$ cat src/motion_params.svh
`ifndef MOTION_PARAMS_SVH
`define MOTION_PARAMS_SVH

// Axis count and move buffer sizing
`define NUM_AXES            2
`define BUFFER_DEPTH        2   // Power of two only

// Field widths
`define DURATION_BITS       32  // Move length in DDA ticks
`define POS_BITS            32  // Signed step position per axis

// Tick divisor after reset giving a period of divisor+1 clocks
`define DEFAULT_CLK_DIVISOR 32

// Version bytes returned on the API version command
`define API_MAJOR           8'd1
`define API_MINOR           8'd2
`define API_PATCH           8'd0
`define API_DEVEL           8'd0

`endif

$ cat src/cmd_pkg.sv
package cmd_pkg;

  // Raw word as it moves over the host port
  typedef logic [63:0] host_word_t;

  // Header command codes
  typedef enum logic [7:0] {
    CMD_COORDINATED_STEP = 8'h01,  // Multi word move transfer
    CMD_MOTOR_ENABLE     = 8'h0a,
    CMD_CLK_DIVISOR      = 8'h20,
    CMD_API_VERSION      = 8'hfe
  } cmd_code_t;

  // Header word layout
  typedef struct packed {
    logic [7:0]  code;   // Compared against cmd_code_t
    logic [7:0]  axis;   // Axis selector
    logic [47:0] arg;    // Command argument
  } cmd_header_t;

endpackage

$ cat src/motion_pkg.sv
`include "motion_params.svh"

package motion_pkg;

  // Signed step count of one axis
  typedef logic signed [`POS_BITS-1:0] pos_t;

  // Move buffer index
  typedef logic [$clog2(`BUFFER_DEPTH)-1:0] slot_idx_t;

  // Rate profile of one axis for one move
  typedef struct packed {
    logic signed [63:0] increment;           // Velocity added to the accumulator
    logic signed [63:0] incrementincrement;  // Acceleration added to the velocity
  } axis_profile_t;

  // One coordinated move as held in the buffer
  typedef struct packed {
    logic [`NUM_AXES-1:0]                 dir;       // High counts up
    logic [`DURATION_BITS-1:0]            duration;  // Length in DDA ticks
    axis_profile_t [`NUM_AXES-1:0]        profile;
  } move_t;

  // Pins toward the stepper drivers
  typedef struct packed {
    logic [`NUM_AXES-1:0] step;
    logic [`NUM_AXES-1:0] dir;
    logic [`NUM_AXES-1:0] enable;
  } stepper_out_t;

endpackage

$ cat src/cmd_decoder.sv
`timescale 1ns/1ps
`include "motion_params.svh"

module cmd_decoder (
  input  logic                              CLK,
  input  logic                              resetn,
  input  cmd_pkg::host_word_t               word_data_received,
  input  logic                              word_received,
  output cmd_pkg::host_word_t               word_send_data,
  input  motion_pkg::pos_t [`NUM_AXES-1:0]  positions,
  output logic                              move_commit,
  output motion_pkg::move_t                 new_move,
  output logic [`NUM_AXES-1:0]              enable,
  output logic [7:0]                        clk_divisor
);
  import cmd_pkg::*;
  import motion_pkg::*;

  // Header, duration, then two words per axis
  localparam int LAST_WORD = 2 * `NUM_AXES + 1;

  logic                  word_received_q;
  logic                  word_rise;
  cmd_header_t           hdr;
  logic [7:0]            msg_header;  // Code of the transfer in progress
  logic [7:0]            word_cnt;    // Index of the next word within it
  logic                  in_move;
  move_t                 move_asm;
  pos_t [`NUM_AXES-1:0]  pos_snap;    // Positions frozen at the move header

  // Sign extend a position into a reply word
  function automatic host_word_t pos_word(input pos_t p);
    return {{(64 - `POS_BITS){p[`POS_BITS-1]}}, p};
  endfunction

  assign hdr       = cmd_header_t'(word_data_received);
  assign word_rise = word_received & ~word_received_q;
  assign in_move   = (msg_header == CMD_COORDINATED_STEP);
  assign new_move  = move_asm;

  // Registers, word tracking and the reply
  always_ff @(posedge CLK) begin
    if (resetn) begin
      word_received_q <= 1'b0;
      msg_header      <= 8'h00;
      word_cnt        <= 8'd0;
      move_commit     <= 1'b0;
      enable          <= '0;
      clk_divisor     <= 8'(`DEFAULT_CLK_DIVISOR);
      word_send_data  <= '0;
    end else begin
      word_received_q <= word_received;
      move_commit     <= 1'b0;

      if (word_rise) begin
        word_send_data <= '0;  // Zero unless a reply is set below

        if (!in_move) begin
          // Any word outside a move is a header
          msg_header <= hdr.code;
          word_cnt   <= 8'd1;

          case (hdr.code)
            CMD_MOTOR_ENABLE: enable <= hdr.arg[`NUM_AXES-1:0];
            CMD_CLK_DIVISOR:  clk_divisor <= hdr.arg[7:0];
            CMD_API_VERSION: begin
              word_send_data <= {32'h0, `API_MAJOR, `API_MINOR, `API_PATCH, `API_DEVEL};
            end
            default: ;  // Move header and unknown codes reply zero
          endcase
        end else begin
          word_cnt <= word_cnt + 8'd1;

          // Duration word returns axis 0 and incrementincrement of axis n-1 returns axis n
          for (int n = 0; n < `NUM_AXES; n++) begin
            if (word_cnt == 8'(2 * n + 1)) begin
              word_send_data <= pos_word(pos_snap[n]);
            end
          end

          if (word_cnt == 8'(LAST_WORD)) begin
            move_commit <= 1'b1;
            msg_header  <= 8'h00;  // Back to header decoding
            word_cnt    <= 8'd0;
          end
        end
      end
    end
  end

  // Move assembly across words
  always_ff @(posedge CLK) begin
    if (word_rise) begin
      if (!in_move) begin
        if (hdr.code == CMD_COORDINATED_STEP) begin
          move_asm.dir <= hdr.arg[`NUM_AXES-1:0];
          pos_snap     <= positions;
        end
      end else begin
        if (word_cnt == 8'd1) begin
          move_asm.duration <= word_data_received[`DURATION_BITS-1:0];
        end
        for (int n = 0; n < `NUM_AXES; n++) begin
          if (word_cnt == 8'(2 * n + 2)) begin
            move_asm.profile[n].increment <= word_data_received;
          end
          if (word_cnt == 8'(2 * n + 3)) begin
            move_asm.profile[n].incrementincrement <= word_data_received;
          end
        end
      end
    end
  end

endmodule

$ cat src/dda_axis.sv
`timescale 1ns/1ps
`include "motion_params.svh"

module dda_axis (
  input  logic                       CLK,
  input  logic                       resetn,
  input  logic                       dda_tick,
  input  logic                       load_move,
  input  logic                       executing,
  input  motion_pkg::axis_profile_t  profile,
  input  logic                       dir,
  output logic                       step,
  output motion_pkg::pos_t           position
);
  import motion_pkg::*;

  logic [63:0]    accum;
  logic [64:0]    acc_sum;  // Bit 64 is the carry that makes a step
  axis_profile_t  rate;     // Running velocity and fixed acceleration
  logic           advance;

  assign advance = executing & dda_tick;
  assign acc_sum = {1'b0, accum} + {1'b0, rate.increment};

  // Accumulator and velocity
  always_ff @(posedge CLK) begin
    if (load_move) begin
      accum <= '0;
      rate  <= profile;
    end else if (advance) begin
      accum          <= acc_sum[63:0];
      rate.increment <= rate.increment + rate.incrementincrement;  // Uses old velocity above
    end
  end

  // Step pulse and position
  always_ff @(posedge CLK) begin
    if (resetn) begin
      step     <= 1'b0;
      position <= '0;
    end else begin
      step <= advance & acc_sum[64];
      if (advance && acc_sum[64]) begin
        if (dir) begin
          position <= position + pos_t'(1);
        end else begin
          position <= position - pos_t'(1);
        end
      end
    end
  end

endmodule

$ cat src/dda_sequencer.sv
`timescale 1ns/1ps
`include "motion_params.svh"

module dda_sequencer (
  input  logic                       CLK,
  input  logic                       resetn,
  input  logic [7:0]                 clk_divisor,
  input  logic                       head_valid,
  input  logic [`DURATION_BITS-1:0]  duration,
  output logic                       dda_tick,
  output logic                       load_move,
  output logic                       executing,
  output logic                       release_slot,
  output logic                       move_done
);

  typedef enum logic [1:0] {S_IDLE, S_LOAD, S_RUN, S_DONE} seq_state_t;

  seq_state_t                 state;
  logic [7:0]                 div_cnt;
  logic [`DURATION_BITS-1:0]  ticks_left;

  // Tick divider
  always_ff @(posedge CLK) begin
    if (resetn) begin
      div_cnt  <= 8'd0;
      dda_tick <= 1'b0;
    end else if (div_cnt >= clk_divisor) begin  // Also catches a lowered divisor
      div_cnt  <= 8'd0;
      dda_tick <= 1'b1;
    end else begin
      div_cnt  <= div_cnt + 8'd1;
      dda_tick <= 1'b0;
    end
  end

  // Move execution over the head slot
  always_ff @(posedge CLK) begin
    if (resetn) begin
      state      <= S_IDLE;
      ticks_left <= '0;
    end else begin
      case (state)
        S_IDLE: if (head_valid) state <= S_LOAD;
        S_LOAD: begin
          ticks_left <= duration;
          state      <= S_RUN;
        end
        S_RUN: begin
          if (dda_tick) begin
            if (ticks_left == `DURATION_BITS'(1)) state <= S_DONE;  // Last tick
            ticks_left <= ticks_left - `DURATION_BITS'(1);
          end
        end
        default: state <= S_IDLE;  // S_DONE lasts one cycle
      endcase
    end
  end

  assign load_move    = (state == S_LOAD);
  assign executing    = (state == S_RUN);
  assign move_done    = (state == S_DONE);
  assign release_slot = (state == S_DONE);

  // A zero duration would run until the counter wraps
  assert property (@(posedge CLK) disable iff (resetn)
    load_move |-> (duration != '0))
    else $error("dda_sequencer: move loaded with zero duration");

endmodule

$ cat src/motion_ctrl_top.sv
`timescale 1ns/1ps
`include "motion_params.svh"

module motion_ctrl_top (
  input  logic                      CLK,
  input  logic                      resetn,
  input  cmd_pkg::host_word_t       word_data_received,
  input  logic                      word_received,
  output cmd_pkg::host_word_t       word_send_data,
  output logic                      buffer_dtr,
  output logic                      move_done,
  output motion_pkg::stepper_out_t  stepper
);
  import motion_pkg::*;

  move_t                 new_move;
  move_t                 head_move;
  pos_t [`NUM_AXES-1:0]  positions;
  logic                  move_commit;
  logic                  head_valid;
  logic                  release_slot;
  logic                  dda_tick;
  logic                  load_move;
  logic                  executing;
  logic [7:0]            clk_divisor;
  logic [`NUM_AXES-1:0]  enable;
  logic [`NUM_AXES-1:0]  step;

  assign stepper = '{step: step, dir: head_move.dir, enable: enable};

  cmd_decoder u_decoder (
    .CLK(CLK), .resetn(resetn),
    .word_data_received(word_data_received), .word_received(word_received),
    .word_send_data(word_send_data), .positions(positions),
    .move_commit(move_commit), .new_move(new_move),
    .enable(enable), .clk_divisor(clk_divisor)
  );

  move_buffer u_buffer (
    .CLK(CLK), .resetn(resetn),
    .move_commit(move_commit), .new_move(new_move), .release_slot(release_slot),
    .head_valid(head_valid), .head_move(head_move), .buffer_dtr(buffer_dtr)
  );

  dda_sequencer u_sequencer (
    .CLK(CLK), .resetn(resetn),
    .clk_divisor(clk_divisor), .head_valid(head_valid), .duration(head_move.duration),
    .dda_tick(dda_tick), .load_move(load_move), .executing(executing),
    .release_slot(release_slot), .move_done(move_done)
  );

  for (genvar i = 0; i < `NUM_AXES; i++) begin : g_axis
    dda_axis u_axis (
      .CLK(CLK), .resetn(resetn),
      .dda_tick(dda_tick), .load_move(load_move), .executing(executing),
      .profile(head_move.profile[i]), .dir(head_move.dir[i]),
      .step(step[i]), .position(positions[i])
    );
  end

endmodule

$ cat src/move_buffer.sv
`timescale 1ns/1ps
`include "motion_params.svh"

module move_buffer (
  input  logic               CLK,
  input  logic               resetn,
  input  logic               move_commit,
  input  motion_pkg::move_t  new_move,
  input  logic               release_slot,
  output logic               head_valid,
  output motion_pkg::move_t  head_move,
  output logic               buffer_dtr
);
  import motion_pkg::*;

  move_t                     slots [`BUFFER_DEPTH];
  logic [`BUFFER_DEPTH-1:0]  slot_valid;
  slot_idx_t                 wr_idx;    // Next slot the decoder fills
  slot_idx_t                 head_idx;  // Slot the sequencer runs

  assign head_valid = slot_valid[head_idx];
  assign head_move  = slots[head_idx];
  assign buffer_dtr = ~slot_valid[wr_idx];  // Room for one more move

  // Move storage
  always_ff @(posedge CLK) begin
    if (move_commit) begin
      slots[wr_idx] <= new_move;
    end
  end

  // Valid bits and both indices
  always_ff @(posedge CLK) begin
    if (resetn) begin
      slot_valid <= '0;
      wr_idx     <= '0;
      head_idx   <= '0;
    end else begin
      if (move_commit) begin
        slot_valid[wr_idx] <= 1'b1;
        wr_idx             <= wr_idx + 1'b1;  // Wraps since the depth is a power of two
      end
      if (release_slot) begin
        slot_valid[head_idx] <= 1'b0;
        head_idx             <= head_idx + 1'b1;
      end
    end
  end

  // Host must wait for buffer_dtr before starting a move transfer
  assert property (@(posedge CLK) disable iff (resetn)
    move_commit |-> !slot_valid[wr_idx])
    else $error("move_buffer: commit into occupied slot %0d", wr_idx);

endmodule

$ cat config.mk
export PLATFORM = sky130hd
export DESIGN_NAME = motion_ctrl_top
export DESIGN_NICKNAME = d
export VERILOG_FILES = /design/src/cmd_pkg.sv /design/src/motion_pkg.sv /design/src/cmd_decoder.sv /design/src/dda_axis.sv /design/src/dda_sequencer.sv /design/src/motion_ctrl_top.sv /design/src/move_buffer.sv
export VERILOG_INCLUDE_DIRS = /design/src
export SDC_FILE = /design/constraint.sdc
export NUM_CORES = 2
export LEC_CHECK = 0
export BUFFER_PORTS_ARGS = -buffer_cell sky130_fd_sc_hd__buf_2
export CAP_MARGIN = 40
export CORE_ASPECT_RATIO = 0.5
export CORE_MARGIN = 10
export CORE_UTILIZATION = 55
export DETAILED_ROUTE_END_ITERATION = 8
export PLACE_DENSITY = 0.77
export SETUP_SLACK_MARGIN = 0.15
export SLEW_MARGIN = 20
export SYNTH_ARGS = -nofsm -noshare
export SYNTH_HDL_FRONTEND = slang
export SYNTH_SLANG_ARGS = --single-unit
$ cat constraint.sdc
create_clock -name CLK -period 17.1 [get_ports CLK]
set_clock_uncertainty 0.15 [all_clocks]
set_input_delay 0.855 -clock CLK [delete_from_list [all_inputs] [get_ports CLK]]
set_output_delay 0.855 -clock CLK [all_outputs]
set_load 0.02 [all_outputs]
; After elaboration in Yosys (flattened, before gate mapping)
; Memories as Yosys holds them, arrays and structs flattened. A register that Yosys moved wholly into a read port is not among the register bits.
; Index checks and enable logic that the tools add are counted.
[totals]
mem_count = 1
out_inout_bits = 72
ram_bits = 580
wordCells = 137
reg_bits = 943
in_bits = 67
[mem_list]
columns = memory, depth, word_bits, read_ports, rd_ports_with_merged_regs, wr, line
row1 = u_buffer.slots, 2, 290, 1, 1, 1, move_buffer.sv:16  ; move_t slots [`BUFFER_DEPTH];
[classes]
eq_ne = 18
magnitude_cmp = 5
bitwise_logic = 11
n_mux = 37
reduce_logical = 20
addsub = 13
[ops]
columns = operator, n
row1 = 64-bit 2-to-1 mux, 7
row2 = 64-bit by 64-bit adder with 65-bit output, 2
row3 = 64-bit adder, 2
row4 = 32-bit 2-to-1 mux, 3
row5 = 32-bit by 2-bit adder with 32-bit output (second input constant), 2
row6 = 32-bit case mux with 2 select lines, 1
row7 = 32-bit by 2-bit subtractor with 32-bit output (second input constant), 2
row8 = 32-bit by 1-bit == test with 1-bit output (second input constant), 1
row9 = 8-bit 2-to-1 mux, 4
row10 = 32-bit by 1-bit subtractor with 32-bit output (second input constant), 1
row11 = 3-bit AND reduction, 9
row12 = 25-bit 2-to-1 mux, 1
row13 = 8-bit by 1-bit == test with 1-bit output (second input constant), 3
row14 = 8-bit by 1-bit adder with 8-bit output (second input constant), 2
row15 = 8-bit by 2-bit == test with 1-bit output (second input constant), 2
row16 = 8-bit by 3-bit == test with 1-bit output (second input constant), 2
row17 = 1-bit 2-to-1 mux, 12
row18 = 2-bit 2-to-1 mux, 6
row19 = 8-bit by 4-bit == test with 1-bit output (second input constant), 1
row20 = 8-bit by 6-bit == test with 1-bit output (second input constant), 1
row21 = 8-bit == test (second input constant), 1
row22 = 8-bit greater-or-equal comparator, 1
row23 = 2-bit inequality test (second input constant), 4
row24 = 2-bit case mux with 3 select lines, 1
row25 = 17 further kinds, 33

; Logic depth before layout (Yosys ltp)
[logic_depth]
ltp_word = 9
mapped_depth = 15

; By module
; A second synthesis with hierarchy kept.
[hier_totals]
hier_cells = 5715
area_unflattened_um2 = 70599.0
[by_module_without_submodules]
columns = mod, seq_area_each_um2, cells_per_inst, n_inst, area_per_inst_um2
row1 = move_buffer, 17516.8, 923, 1, 21480.6
row2 = dda_axis at g_axis[0].u_axis, 5785.5, 1967, 1, 16731.0
row3 = dda_axis at g_axis[1].u_axis, 5785.5, 1770, 1, 15999.1
row4 = cmd_decoder, 11831.3, 689, 1, 13538.0
row5 = dda_sequencer, 860.8, 366, 1, 2850.2

; Worst setup path before layout
; OpenSTA, ideal clock, no wires.
[synth_path]
path_type = register to register
start = reg u_buffer.wr_idx
end = reg u_buffer.slot_valid[0]
path_slack_ns = 1.934
setup_ns = 0.124
t_required_ns = 16.826
path_stages_with_launch = 3
t_arrival_ns = 14.892
path_buffers = 0
cell_sequence = dfxtp_1 nor2b_1 o221a_2
[synth_between]
elab_chain_cells = 9
word_cells_on_any_way = 10
classes_between = order compare: 2 / mux: 5 / bitwise: 2 / reduce/logical: 1
[synth_rtl]
columns = item, line
row1 = from (decl), move_buffer.sv:18  ; slot_idx_t wr_idx;
row2 = from (signal assigned), move_buffer.sv:41  ; wr_idx <= wr_idx + 1'b1;
row3 = 1-bit by 2-bit less-than comparator with 1-bit output (implied by the code) / 1-bit greater-or-equal comparator (equally long branches), move_buffer.sv:40  ; slot_valid[wr_idx] <= 1'b1;
row4 = 1-bit logical AND (implied by the code), move_buffer.sv:40
row5 = 1-bit 2-to-1 mux (implied by the code), move_buffer.sv:40
row6 = 1-bit demux with 1-bit select *, n/a
row7 = 2-bit bitwise OR (no source line) *, n/a
row8 = 2-bit 2-to-1 mux *, move_buffer.sv:39  ; if (move_commit) begin
row9 = 2-bit 2-to-1 mux *, move_buffer.sv:34  ; if (resetn) begin
row10 = 2-bit bitwise AND (no source line), n/a
row11 = 2-bit 2-to-1 mux *, move_buffer.sv:43  ; if (release_slot) begin
row12 = to (signal assigned), move_buffer.sv:35  ; slot_valid <= '0;
row13 = "to (signal, indexed assignment)", move_buffer.sv:40
row14 = "to (signal, indexed assignment)", move_buffer.sv:44  ; slot_valid[head_idx] <= 1'b0;
row15 = to (decl), move_buffer.sv:17  ; logic [`BUFFER_DEPTH-1:0] slot_valid;
; Mark *: on every way between the ends. The rest lies on a longest branch, timed or not. The select of a mux whose other input is x is not followed.
; A chain may end at the register's enable or synchronous reset.

; Worst setup path in the final report
[layout_path]
start = reg g_axis[1].u_axis.rate[64] (netlist bit)
end = reg g_axis[1].u_axis.position[2]
[layout_between]
elab_chain_cells = 2
[layout_rtl]
columns = item, line
row1 = from (decl), dda_axis.sv:19  ; axis_profile_t rate;
row2 = from (signal assigned), dda_axis.sv:29  ; rate <= profile;
row3 = 64-bit by 64-bit adder with 65-bit output, dda_axis.sv:23  ; assign acc_sum = {1'b0, accum} + {1'b0, rate.increment};
row4 = 1-bit logical AND, dda_axis.sv:43  ; if (advance && acc_sum[64]) begin
row5 = to (signal assigned), dda_axis.sv:45  ; position <= position + pos_t'(1);
row6 = to (signal assigned), dda_axis.sv:47  ; position <= position - pos_t'(1);
row7 = to (decl), dda_axis.sv:13  ; output motion_pkg::pos_t position
; Every way passes these cells.

==> out/metrics.csv <==
stage;metric;value;unit
die;fp.dieH;272;um
finish;final_common_cell;edfxtp_1;
logic_synthesis;synth-main-ff-cell;edfxtp_1;
logic_synthesis;avgSynthCellArea;12.2;um^2
logic_synthesis;synth_top_area_share;51.3;%
place;gp_congestion;0.970;
timing;max_freq;193;MHz
timing;drv_slew;0;
finish;area_growth;9.56;%
detailed_routing;post_drt_via_cell_ratio;6.18;
clock_network;cts_made_buffers;130;
detailed_routing;wl_per_cell;22.5;um
clock_network;cts.path.max_buffers;3;
logic_synthesis;synth_seq_cells;1492;
logic_synthesis;yosys.area.top_type;edfxtp_1;
setup_path;r2r-end;g_axis[1].u_axis.position[2];
flow_run;max_cap_violations;0;
detailed_routing;post-route-drc-count;0;
global_route;first_global_vias;45057;
setup_path;cp_data_required_time;17.60;ns
timing;rsz0062_at_grt;false;
setup_path;end_kind;flip-flop;
die;rows;92;
detailed_routing;num_vias;46704;
global_route;gr-total-overflow;0;
finish;ff_latch_area;41800;um^2
clock_network;ctsHoldBuffers;0;
setup_path;arrival;5.70;ns
logic_synthesis;syn_area;69700;um^2
finish;drive_gt1_share;11.0;%
global_route;grt_busiest_layer;met2;
timing;tightest_slew;1.17;ns
place;dp_hpwl;116000;um
detailed_routing;first_pass_iters;9;
clock_network;htreeDepth;4;
finish;final_cell_count_no_fill;7563;
setup_path;startpoint;g_axis[1].u_axis.rate[64];
setup_path;cp-start-kind;flip-flop;
logic_synthesis;synth.distinct_cells;107;
outcome;status;finished clean;
pwr;powerDensity;129;nW/um^2
logic_synthesis;ys_async_sr_fraction;0;%
setup_path;ff2ff_setup_slack;11.91;ns
setup_path;path_max_fanout;35;
timing;setup_tns;0;ns
pwr;leakagePower;28.0;nW
detailed_routing;routed_wl;170000;um
min_path;hold_class;input pin to flip-flop;
clock_network;cts_tree;built;
global_route;use_met2;35.1;%
timing;hold_violations;0;
logic_synthesis;synth.area.top_cells;edfxtp_1 51%, dfxtp_1 8.7%, ha_1 6.0%;
clock_network;clock_latency;0.78;ns
min_path;hold_path_depth;1;
setup_path;r2r_cells;14;
die;die-width;523;um
setup_path;crit_end;g_axis[1].u_axis.position[2];
global_route;met1_usage;33.7;%
timing;fin_crit;5.19;ns
logic_synthesis;syn_nets;6111;
global_route;grt_pass1_wl;260000;um
pwr;ir_worst_vdd;0.0724;mV
setup_path;critical_path_class;flip-flop to flip-flop;
clock_network;cts_setup_buffers;0;
place;dpl.cell_count;7311;
logic_synthesis;seq_area_frac_synth;60.0;%
finish;multi_input_area;26400;um^2
finish;layout_common_cells;1190 x edfxtp_1, 521 x a21oi_1, 444 x nand2_1;
logic_synthesis;synth-edff-count;1190;
clock_network;cts.sinks;1492;
die;core;126000;um^2
global_route;met3_usage;4.93;%
clock_network;cts.clk_slew.worst_paths;0.07;ns
clock_network;cts-root-buf;clkbuf_16;
finish;fin_nets;6163;
die;start_util;55.4;%
timing;finalCritPeriodShare;30.4;%
global_route;grtUsageTotal;23.1;%
logic_synthesis;syn_inst;5705;
logic_synthesis;synth_warnings;0;
global_route;grt_antenna_before_repair;19;
die;io_pins;139;
die;dieArea;142000;um^2
timing;slew_headroom;22.0;%
global_route;grt_start_max_net_pins;154;
timing;setup_viol;0;
setup_path;reg2reg_from;g_axis[1].u_axis.rate[64];
detailed_routing;drt_iter0_markers;5076;
clock_network;cts_resized;0;
detailed_routing;ant_nets;0;
finish;n_fill_cell;9592;
place;port_buffers;138;
-- how the worst min path moves through the flow --
| stage | from | endpoint | slack [ns] |
|---|---|---|---|
| floorplan | g_axis[1].u_axis.position[31] | u_decoder.pos_snap[63] | 0.27 |
| global placement | u_decoder.new_move[10] | u_buffer.slots[1][10] | 0.27 |
| detailed placement | u_decoder.new_move[177] | u_buffer.slots[1][177] | 0.28 |
| CTS | word_data_received[54] | u_decoder.new_move[246] | 0.09 |
| global route | word_data_received[54] | u_decoder.new_move[54] | 0.13 |
| finish | word_data_received[54] | u_decoder.new_move[54] | 0.14 |
-- layer usage --
| metal | vias to the layer above | routed length [um] | share of wire (%) |
|---|---|---|---|
| met4 | 6 | 3670 | 2.2 |
| met1 | 22904 | 76400 | 45 |
| met2 | 1936 | 75000 | 44 |
| met5 | - | 40 | 0.024 |
| met3 | 265 | 14900 | 8.8 |
| li1 | 21593 | - | - |
-- logic make-up after synthesis --
group / Yosys count / share of synthesized area [%]
flip-flops: 1492 / 60.0
buffers and inverters: 383 / 2.32
AO/OA/AOI/OAI: 1523 / 14.1
AND/OR/NAND/NOR: 1371 / 9.07
multiplexers: 312 / 4.78
adder cells (fa/ha/maj): 339 / 6.15
XOR/XNOR: 285 / 3.58
-- Yosys cell counts, types with 51 or more instances --
cell type and n:
dfxtp_1 302, nand2_1 445, nor2_1 411, a21o_1 208, inv_1 102, a21oi_1 521
o21ai_0 284, clkbuf_1 202, nand4_1 75, nand3_1 110, o21bai_1 67, xor2_1 105
edfxtp_1 1190, nor3_1 62, a211oi_1 51, mux2_2 164, mux2i_1 147, xnor2_1 180
ha_1 333
-- final cells by class --
type,instances,area share [%]
Sequential cell,1492,54.7
Multi-Input combinational cell,3830,34.6
Antenna cell,9,0.0295
Tap cell,1692,2.77
Timing Repair Buffer,201,1.86
Clock buffer,176,4.66
Clock inverter,61,0.848
Inverter,102,0.508
-- flip-flops by register name, indices dropped and copies added (netlist names), named ones only --
register,count
g_axis.u_axis.position,64
g_axis.u_axis.rate,256
u_decoder.msg_header,8
u_decoder.move_commit,1
g_axis.u_axis.step,2
u_sequencer.dda_tick,1
u_sequencer.div_cnt,8
g_axis.u_axis.accum,128
u_decoder.word_cnt,8
u_buffer.slot_valid,2
u_buffer.head_idx,1
u_decoder.word_received_q,1
u_decoder.new_move,290
u_buffer.wr_idx,1
u_sequencer.state,2
u_decoder.word_send_data,32
u_sequencer.ticks_left,32
u_buffer.slots,580
u_decoder.enable,2
u_decoder.clk_divisor,8
u_decoder.pos_snap,64
-- stage by stage --
stage | area (um^2) | setup slack (ns) | util (%) | power [W] | hold slack [ns]
6_report | 76300 | 11.91 | 60.7 | 0.00988 | 0.138
5_1_grt | 76300 | 11.77 | 60.6 | 0.0103 | 0.128
4_1_cts | 76200 | 11.96 | 60.5 | 0.00986 | 0.0861
3_5_place_dp | 72000 | 12.06 | 57.2 | 0.00692 | 0.279
3_3_place_gp | 71700 | 12.19 | 57.0 | 0.00683 | 0.272
2_1_floorplan | 69700 | 1.93 | - | 0.00624 | 0.267
-- critical path: stages, from the launching register on --
cell and delay [ns]:
edfxtp_1 0.41, ha_1 0.25, fa_1 0.45, a211oi_1 0.40, o21ai_1 0.15, a21oi_2 0.41, o21ai_1 0.20, a2111oi_2 0.47
and4bb_1 0.28, o21ai_1 0.45, a2111oi_2 0.20, o21ai_4 0.29, buf_4 0.54, mux2i_1 0.28, nor2_1 0.06
-- report_power, final --
part	leakage, nW	internal (W)	switching (W)
clock	2.05	0.00162	0.00134
sequential	13.2	0.00422	0.000146
combinational	12.8	0.000893	0.00166
total	28.0	0.00673	0.00315
(Power assumes the default switching activity.)
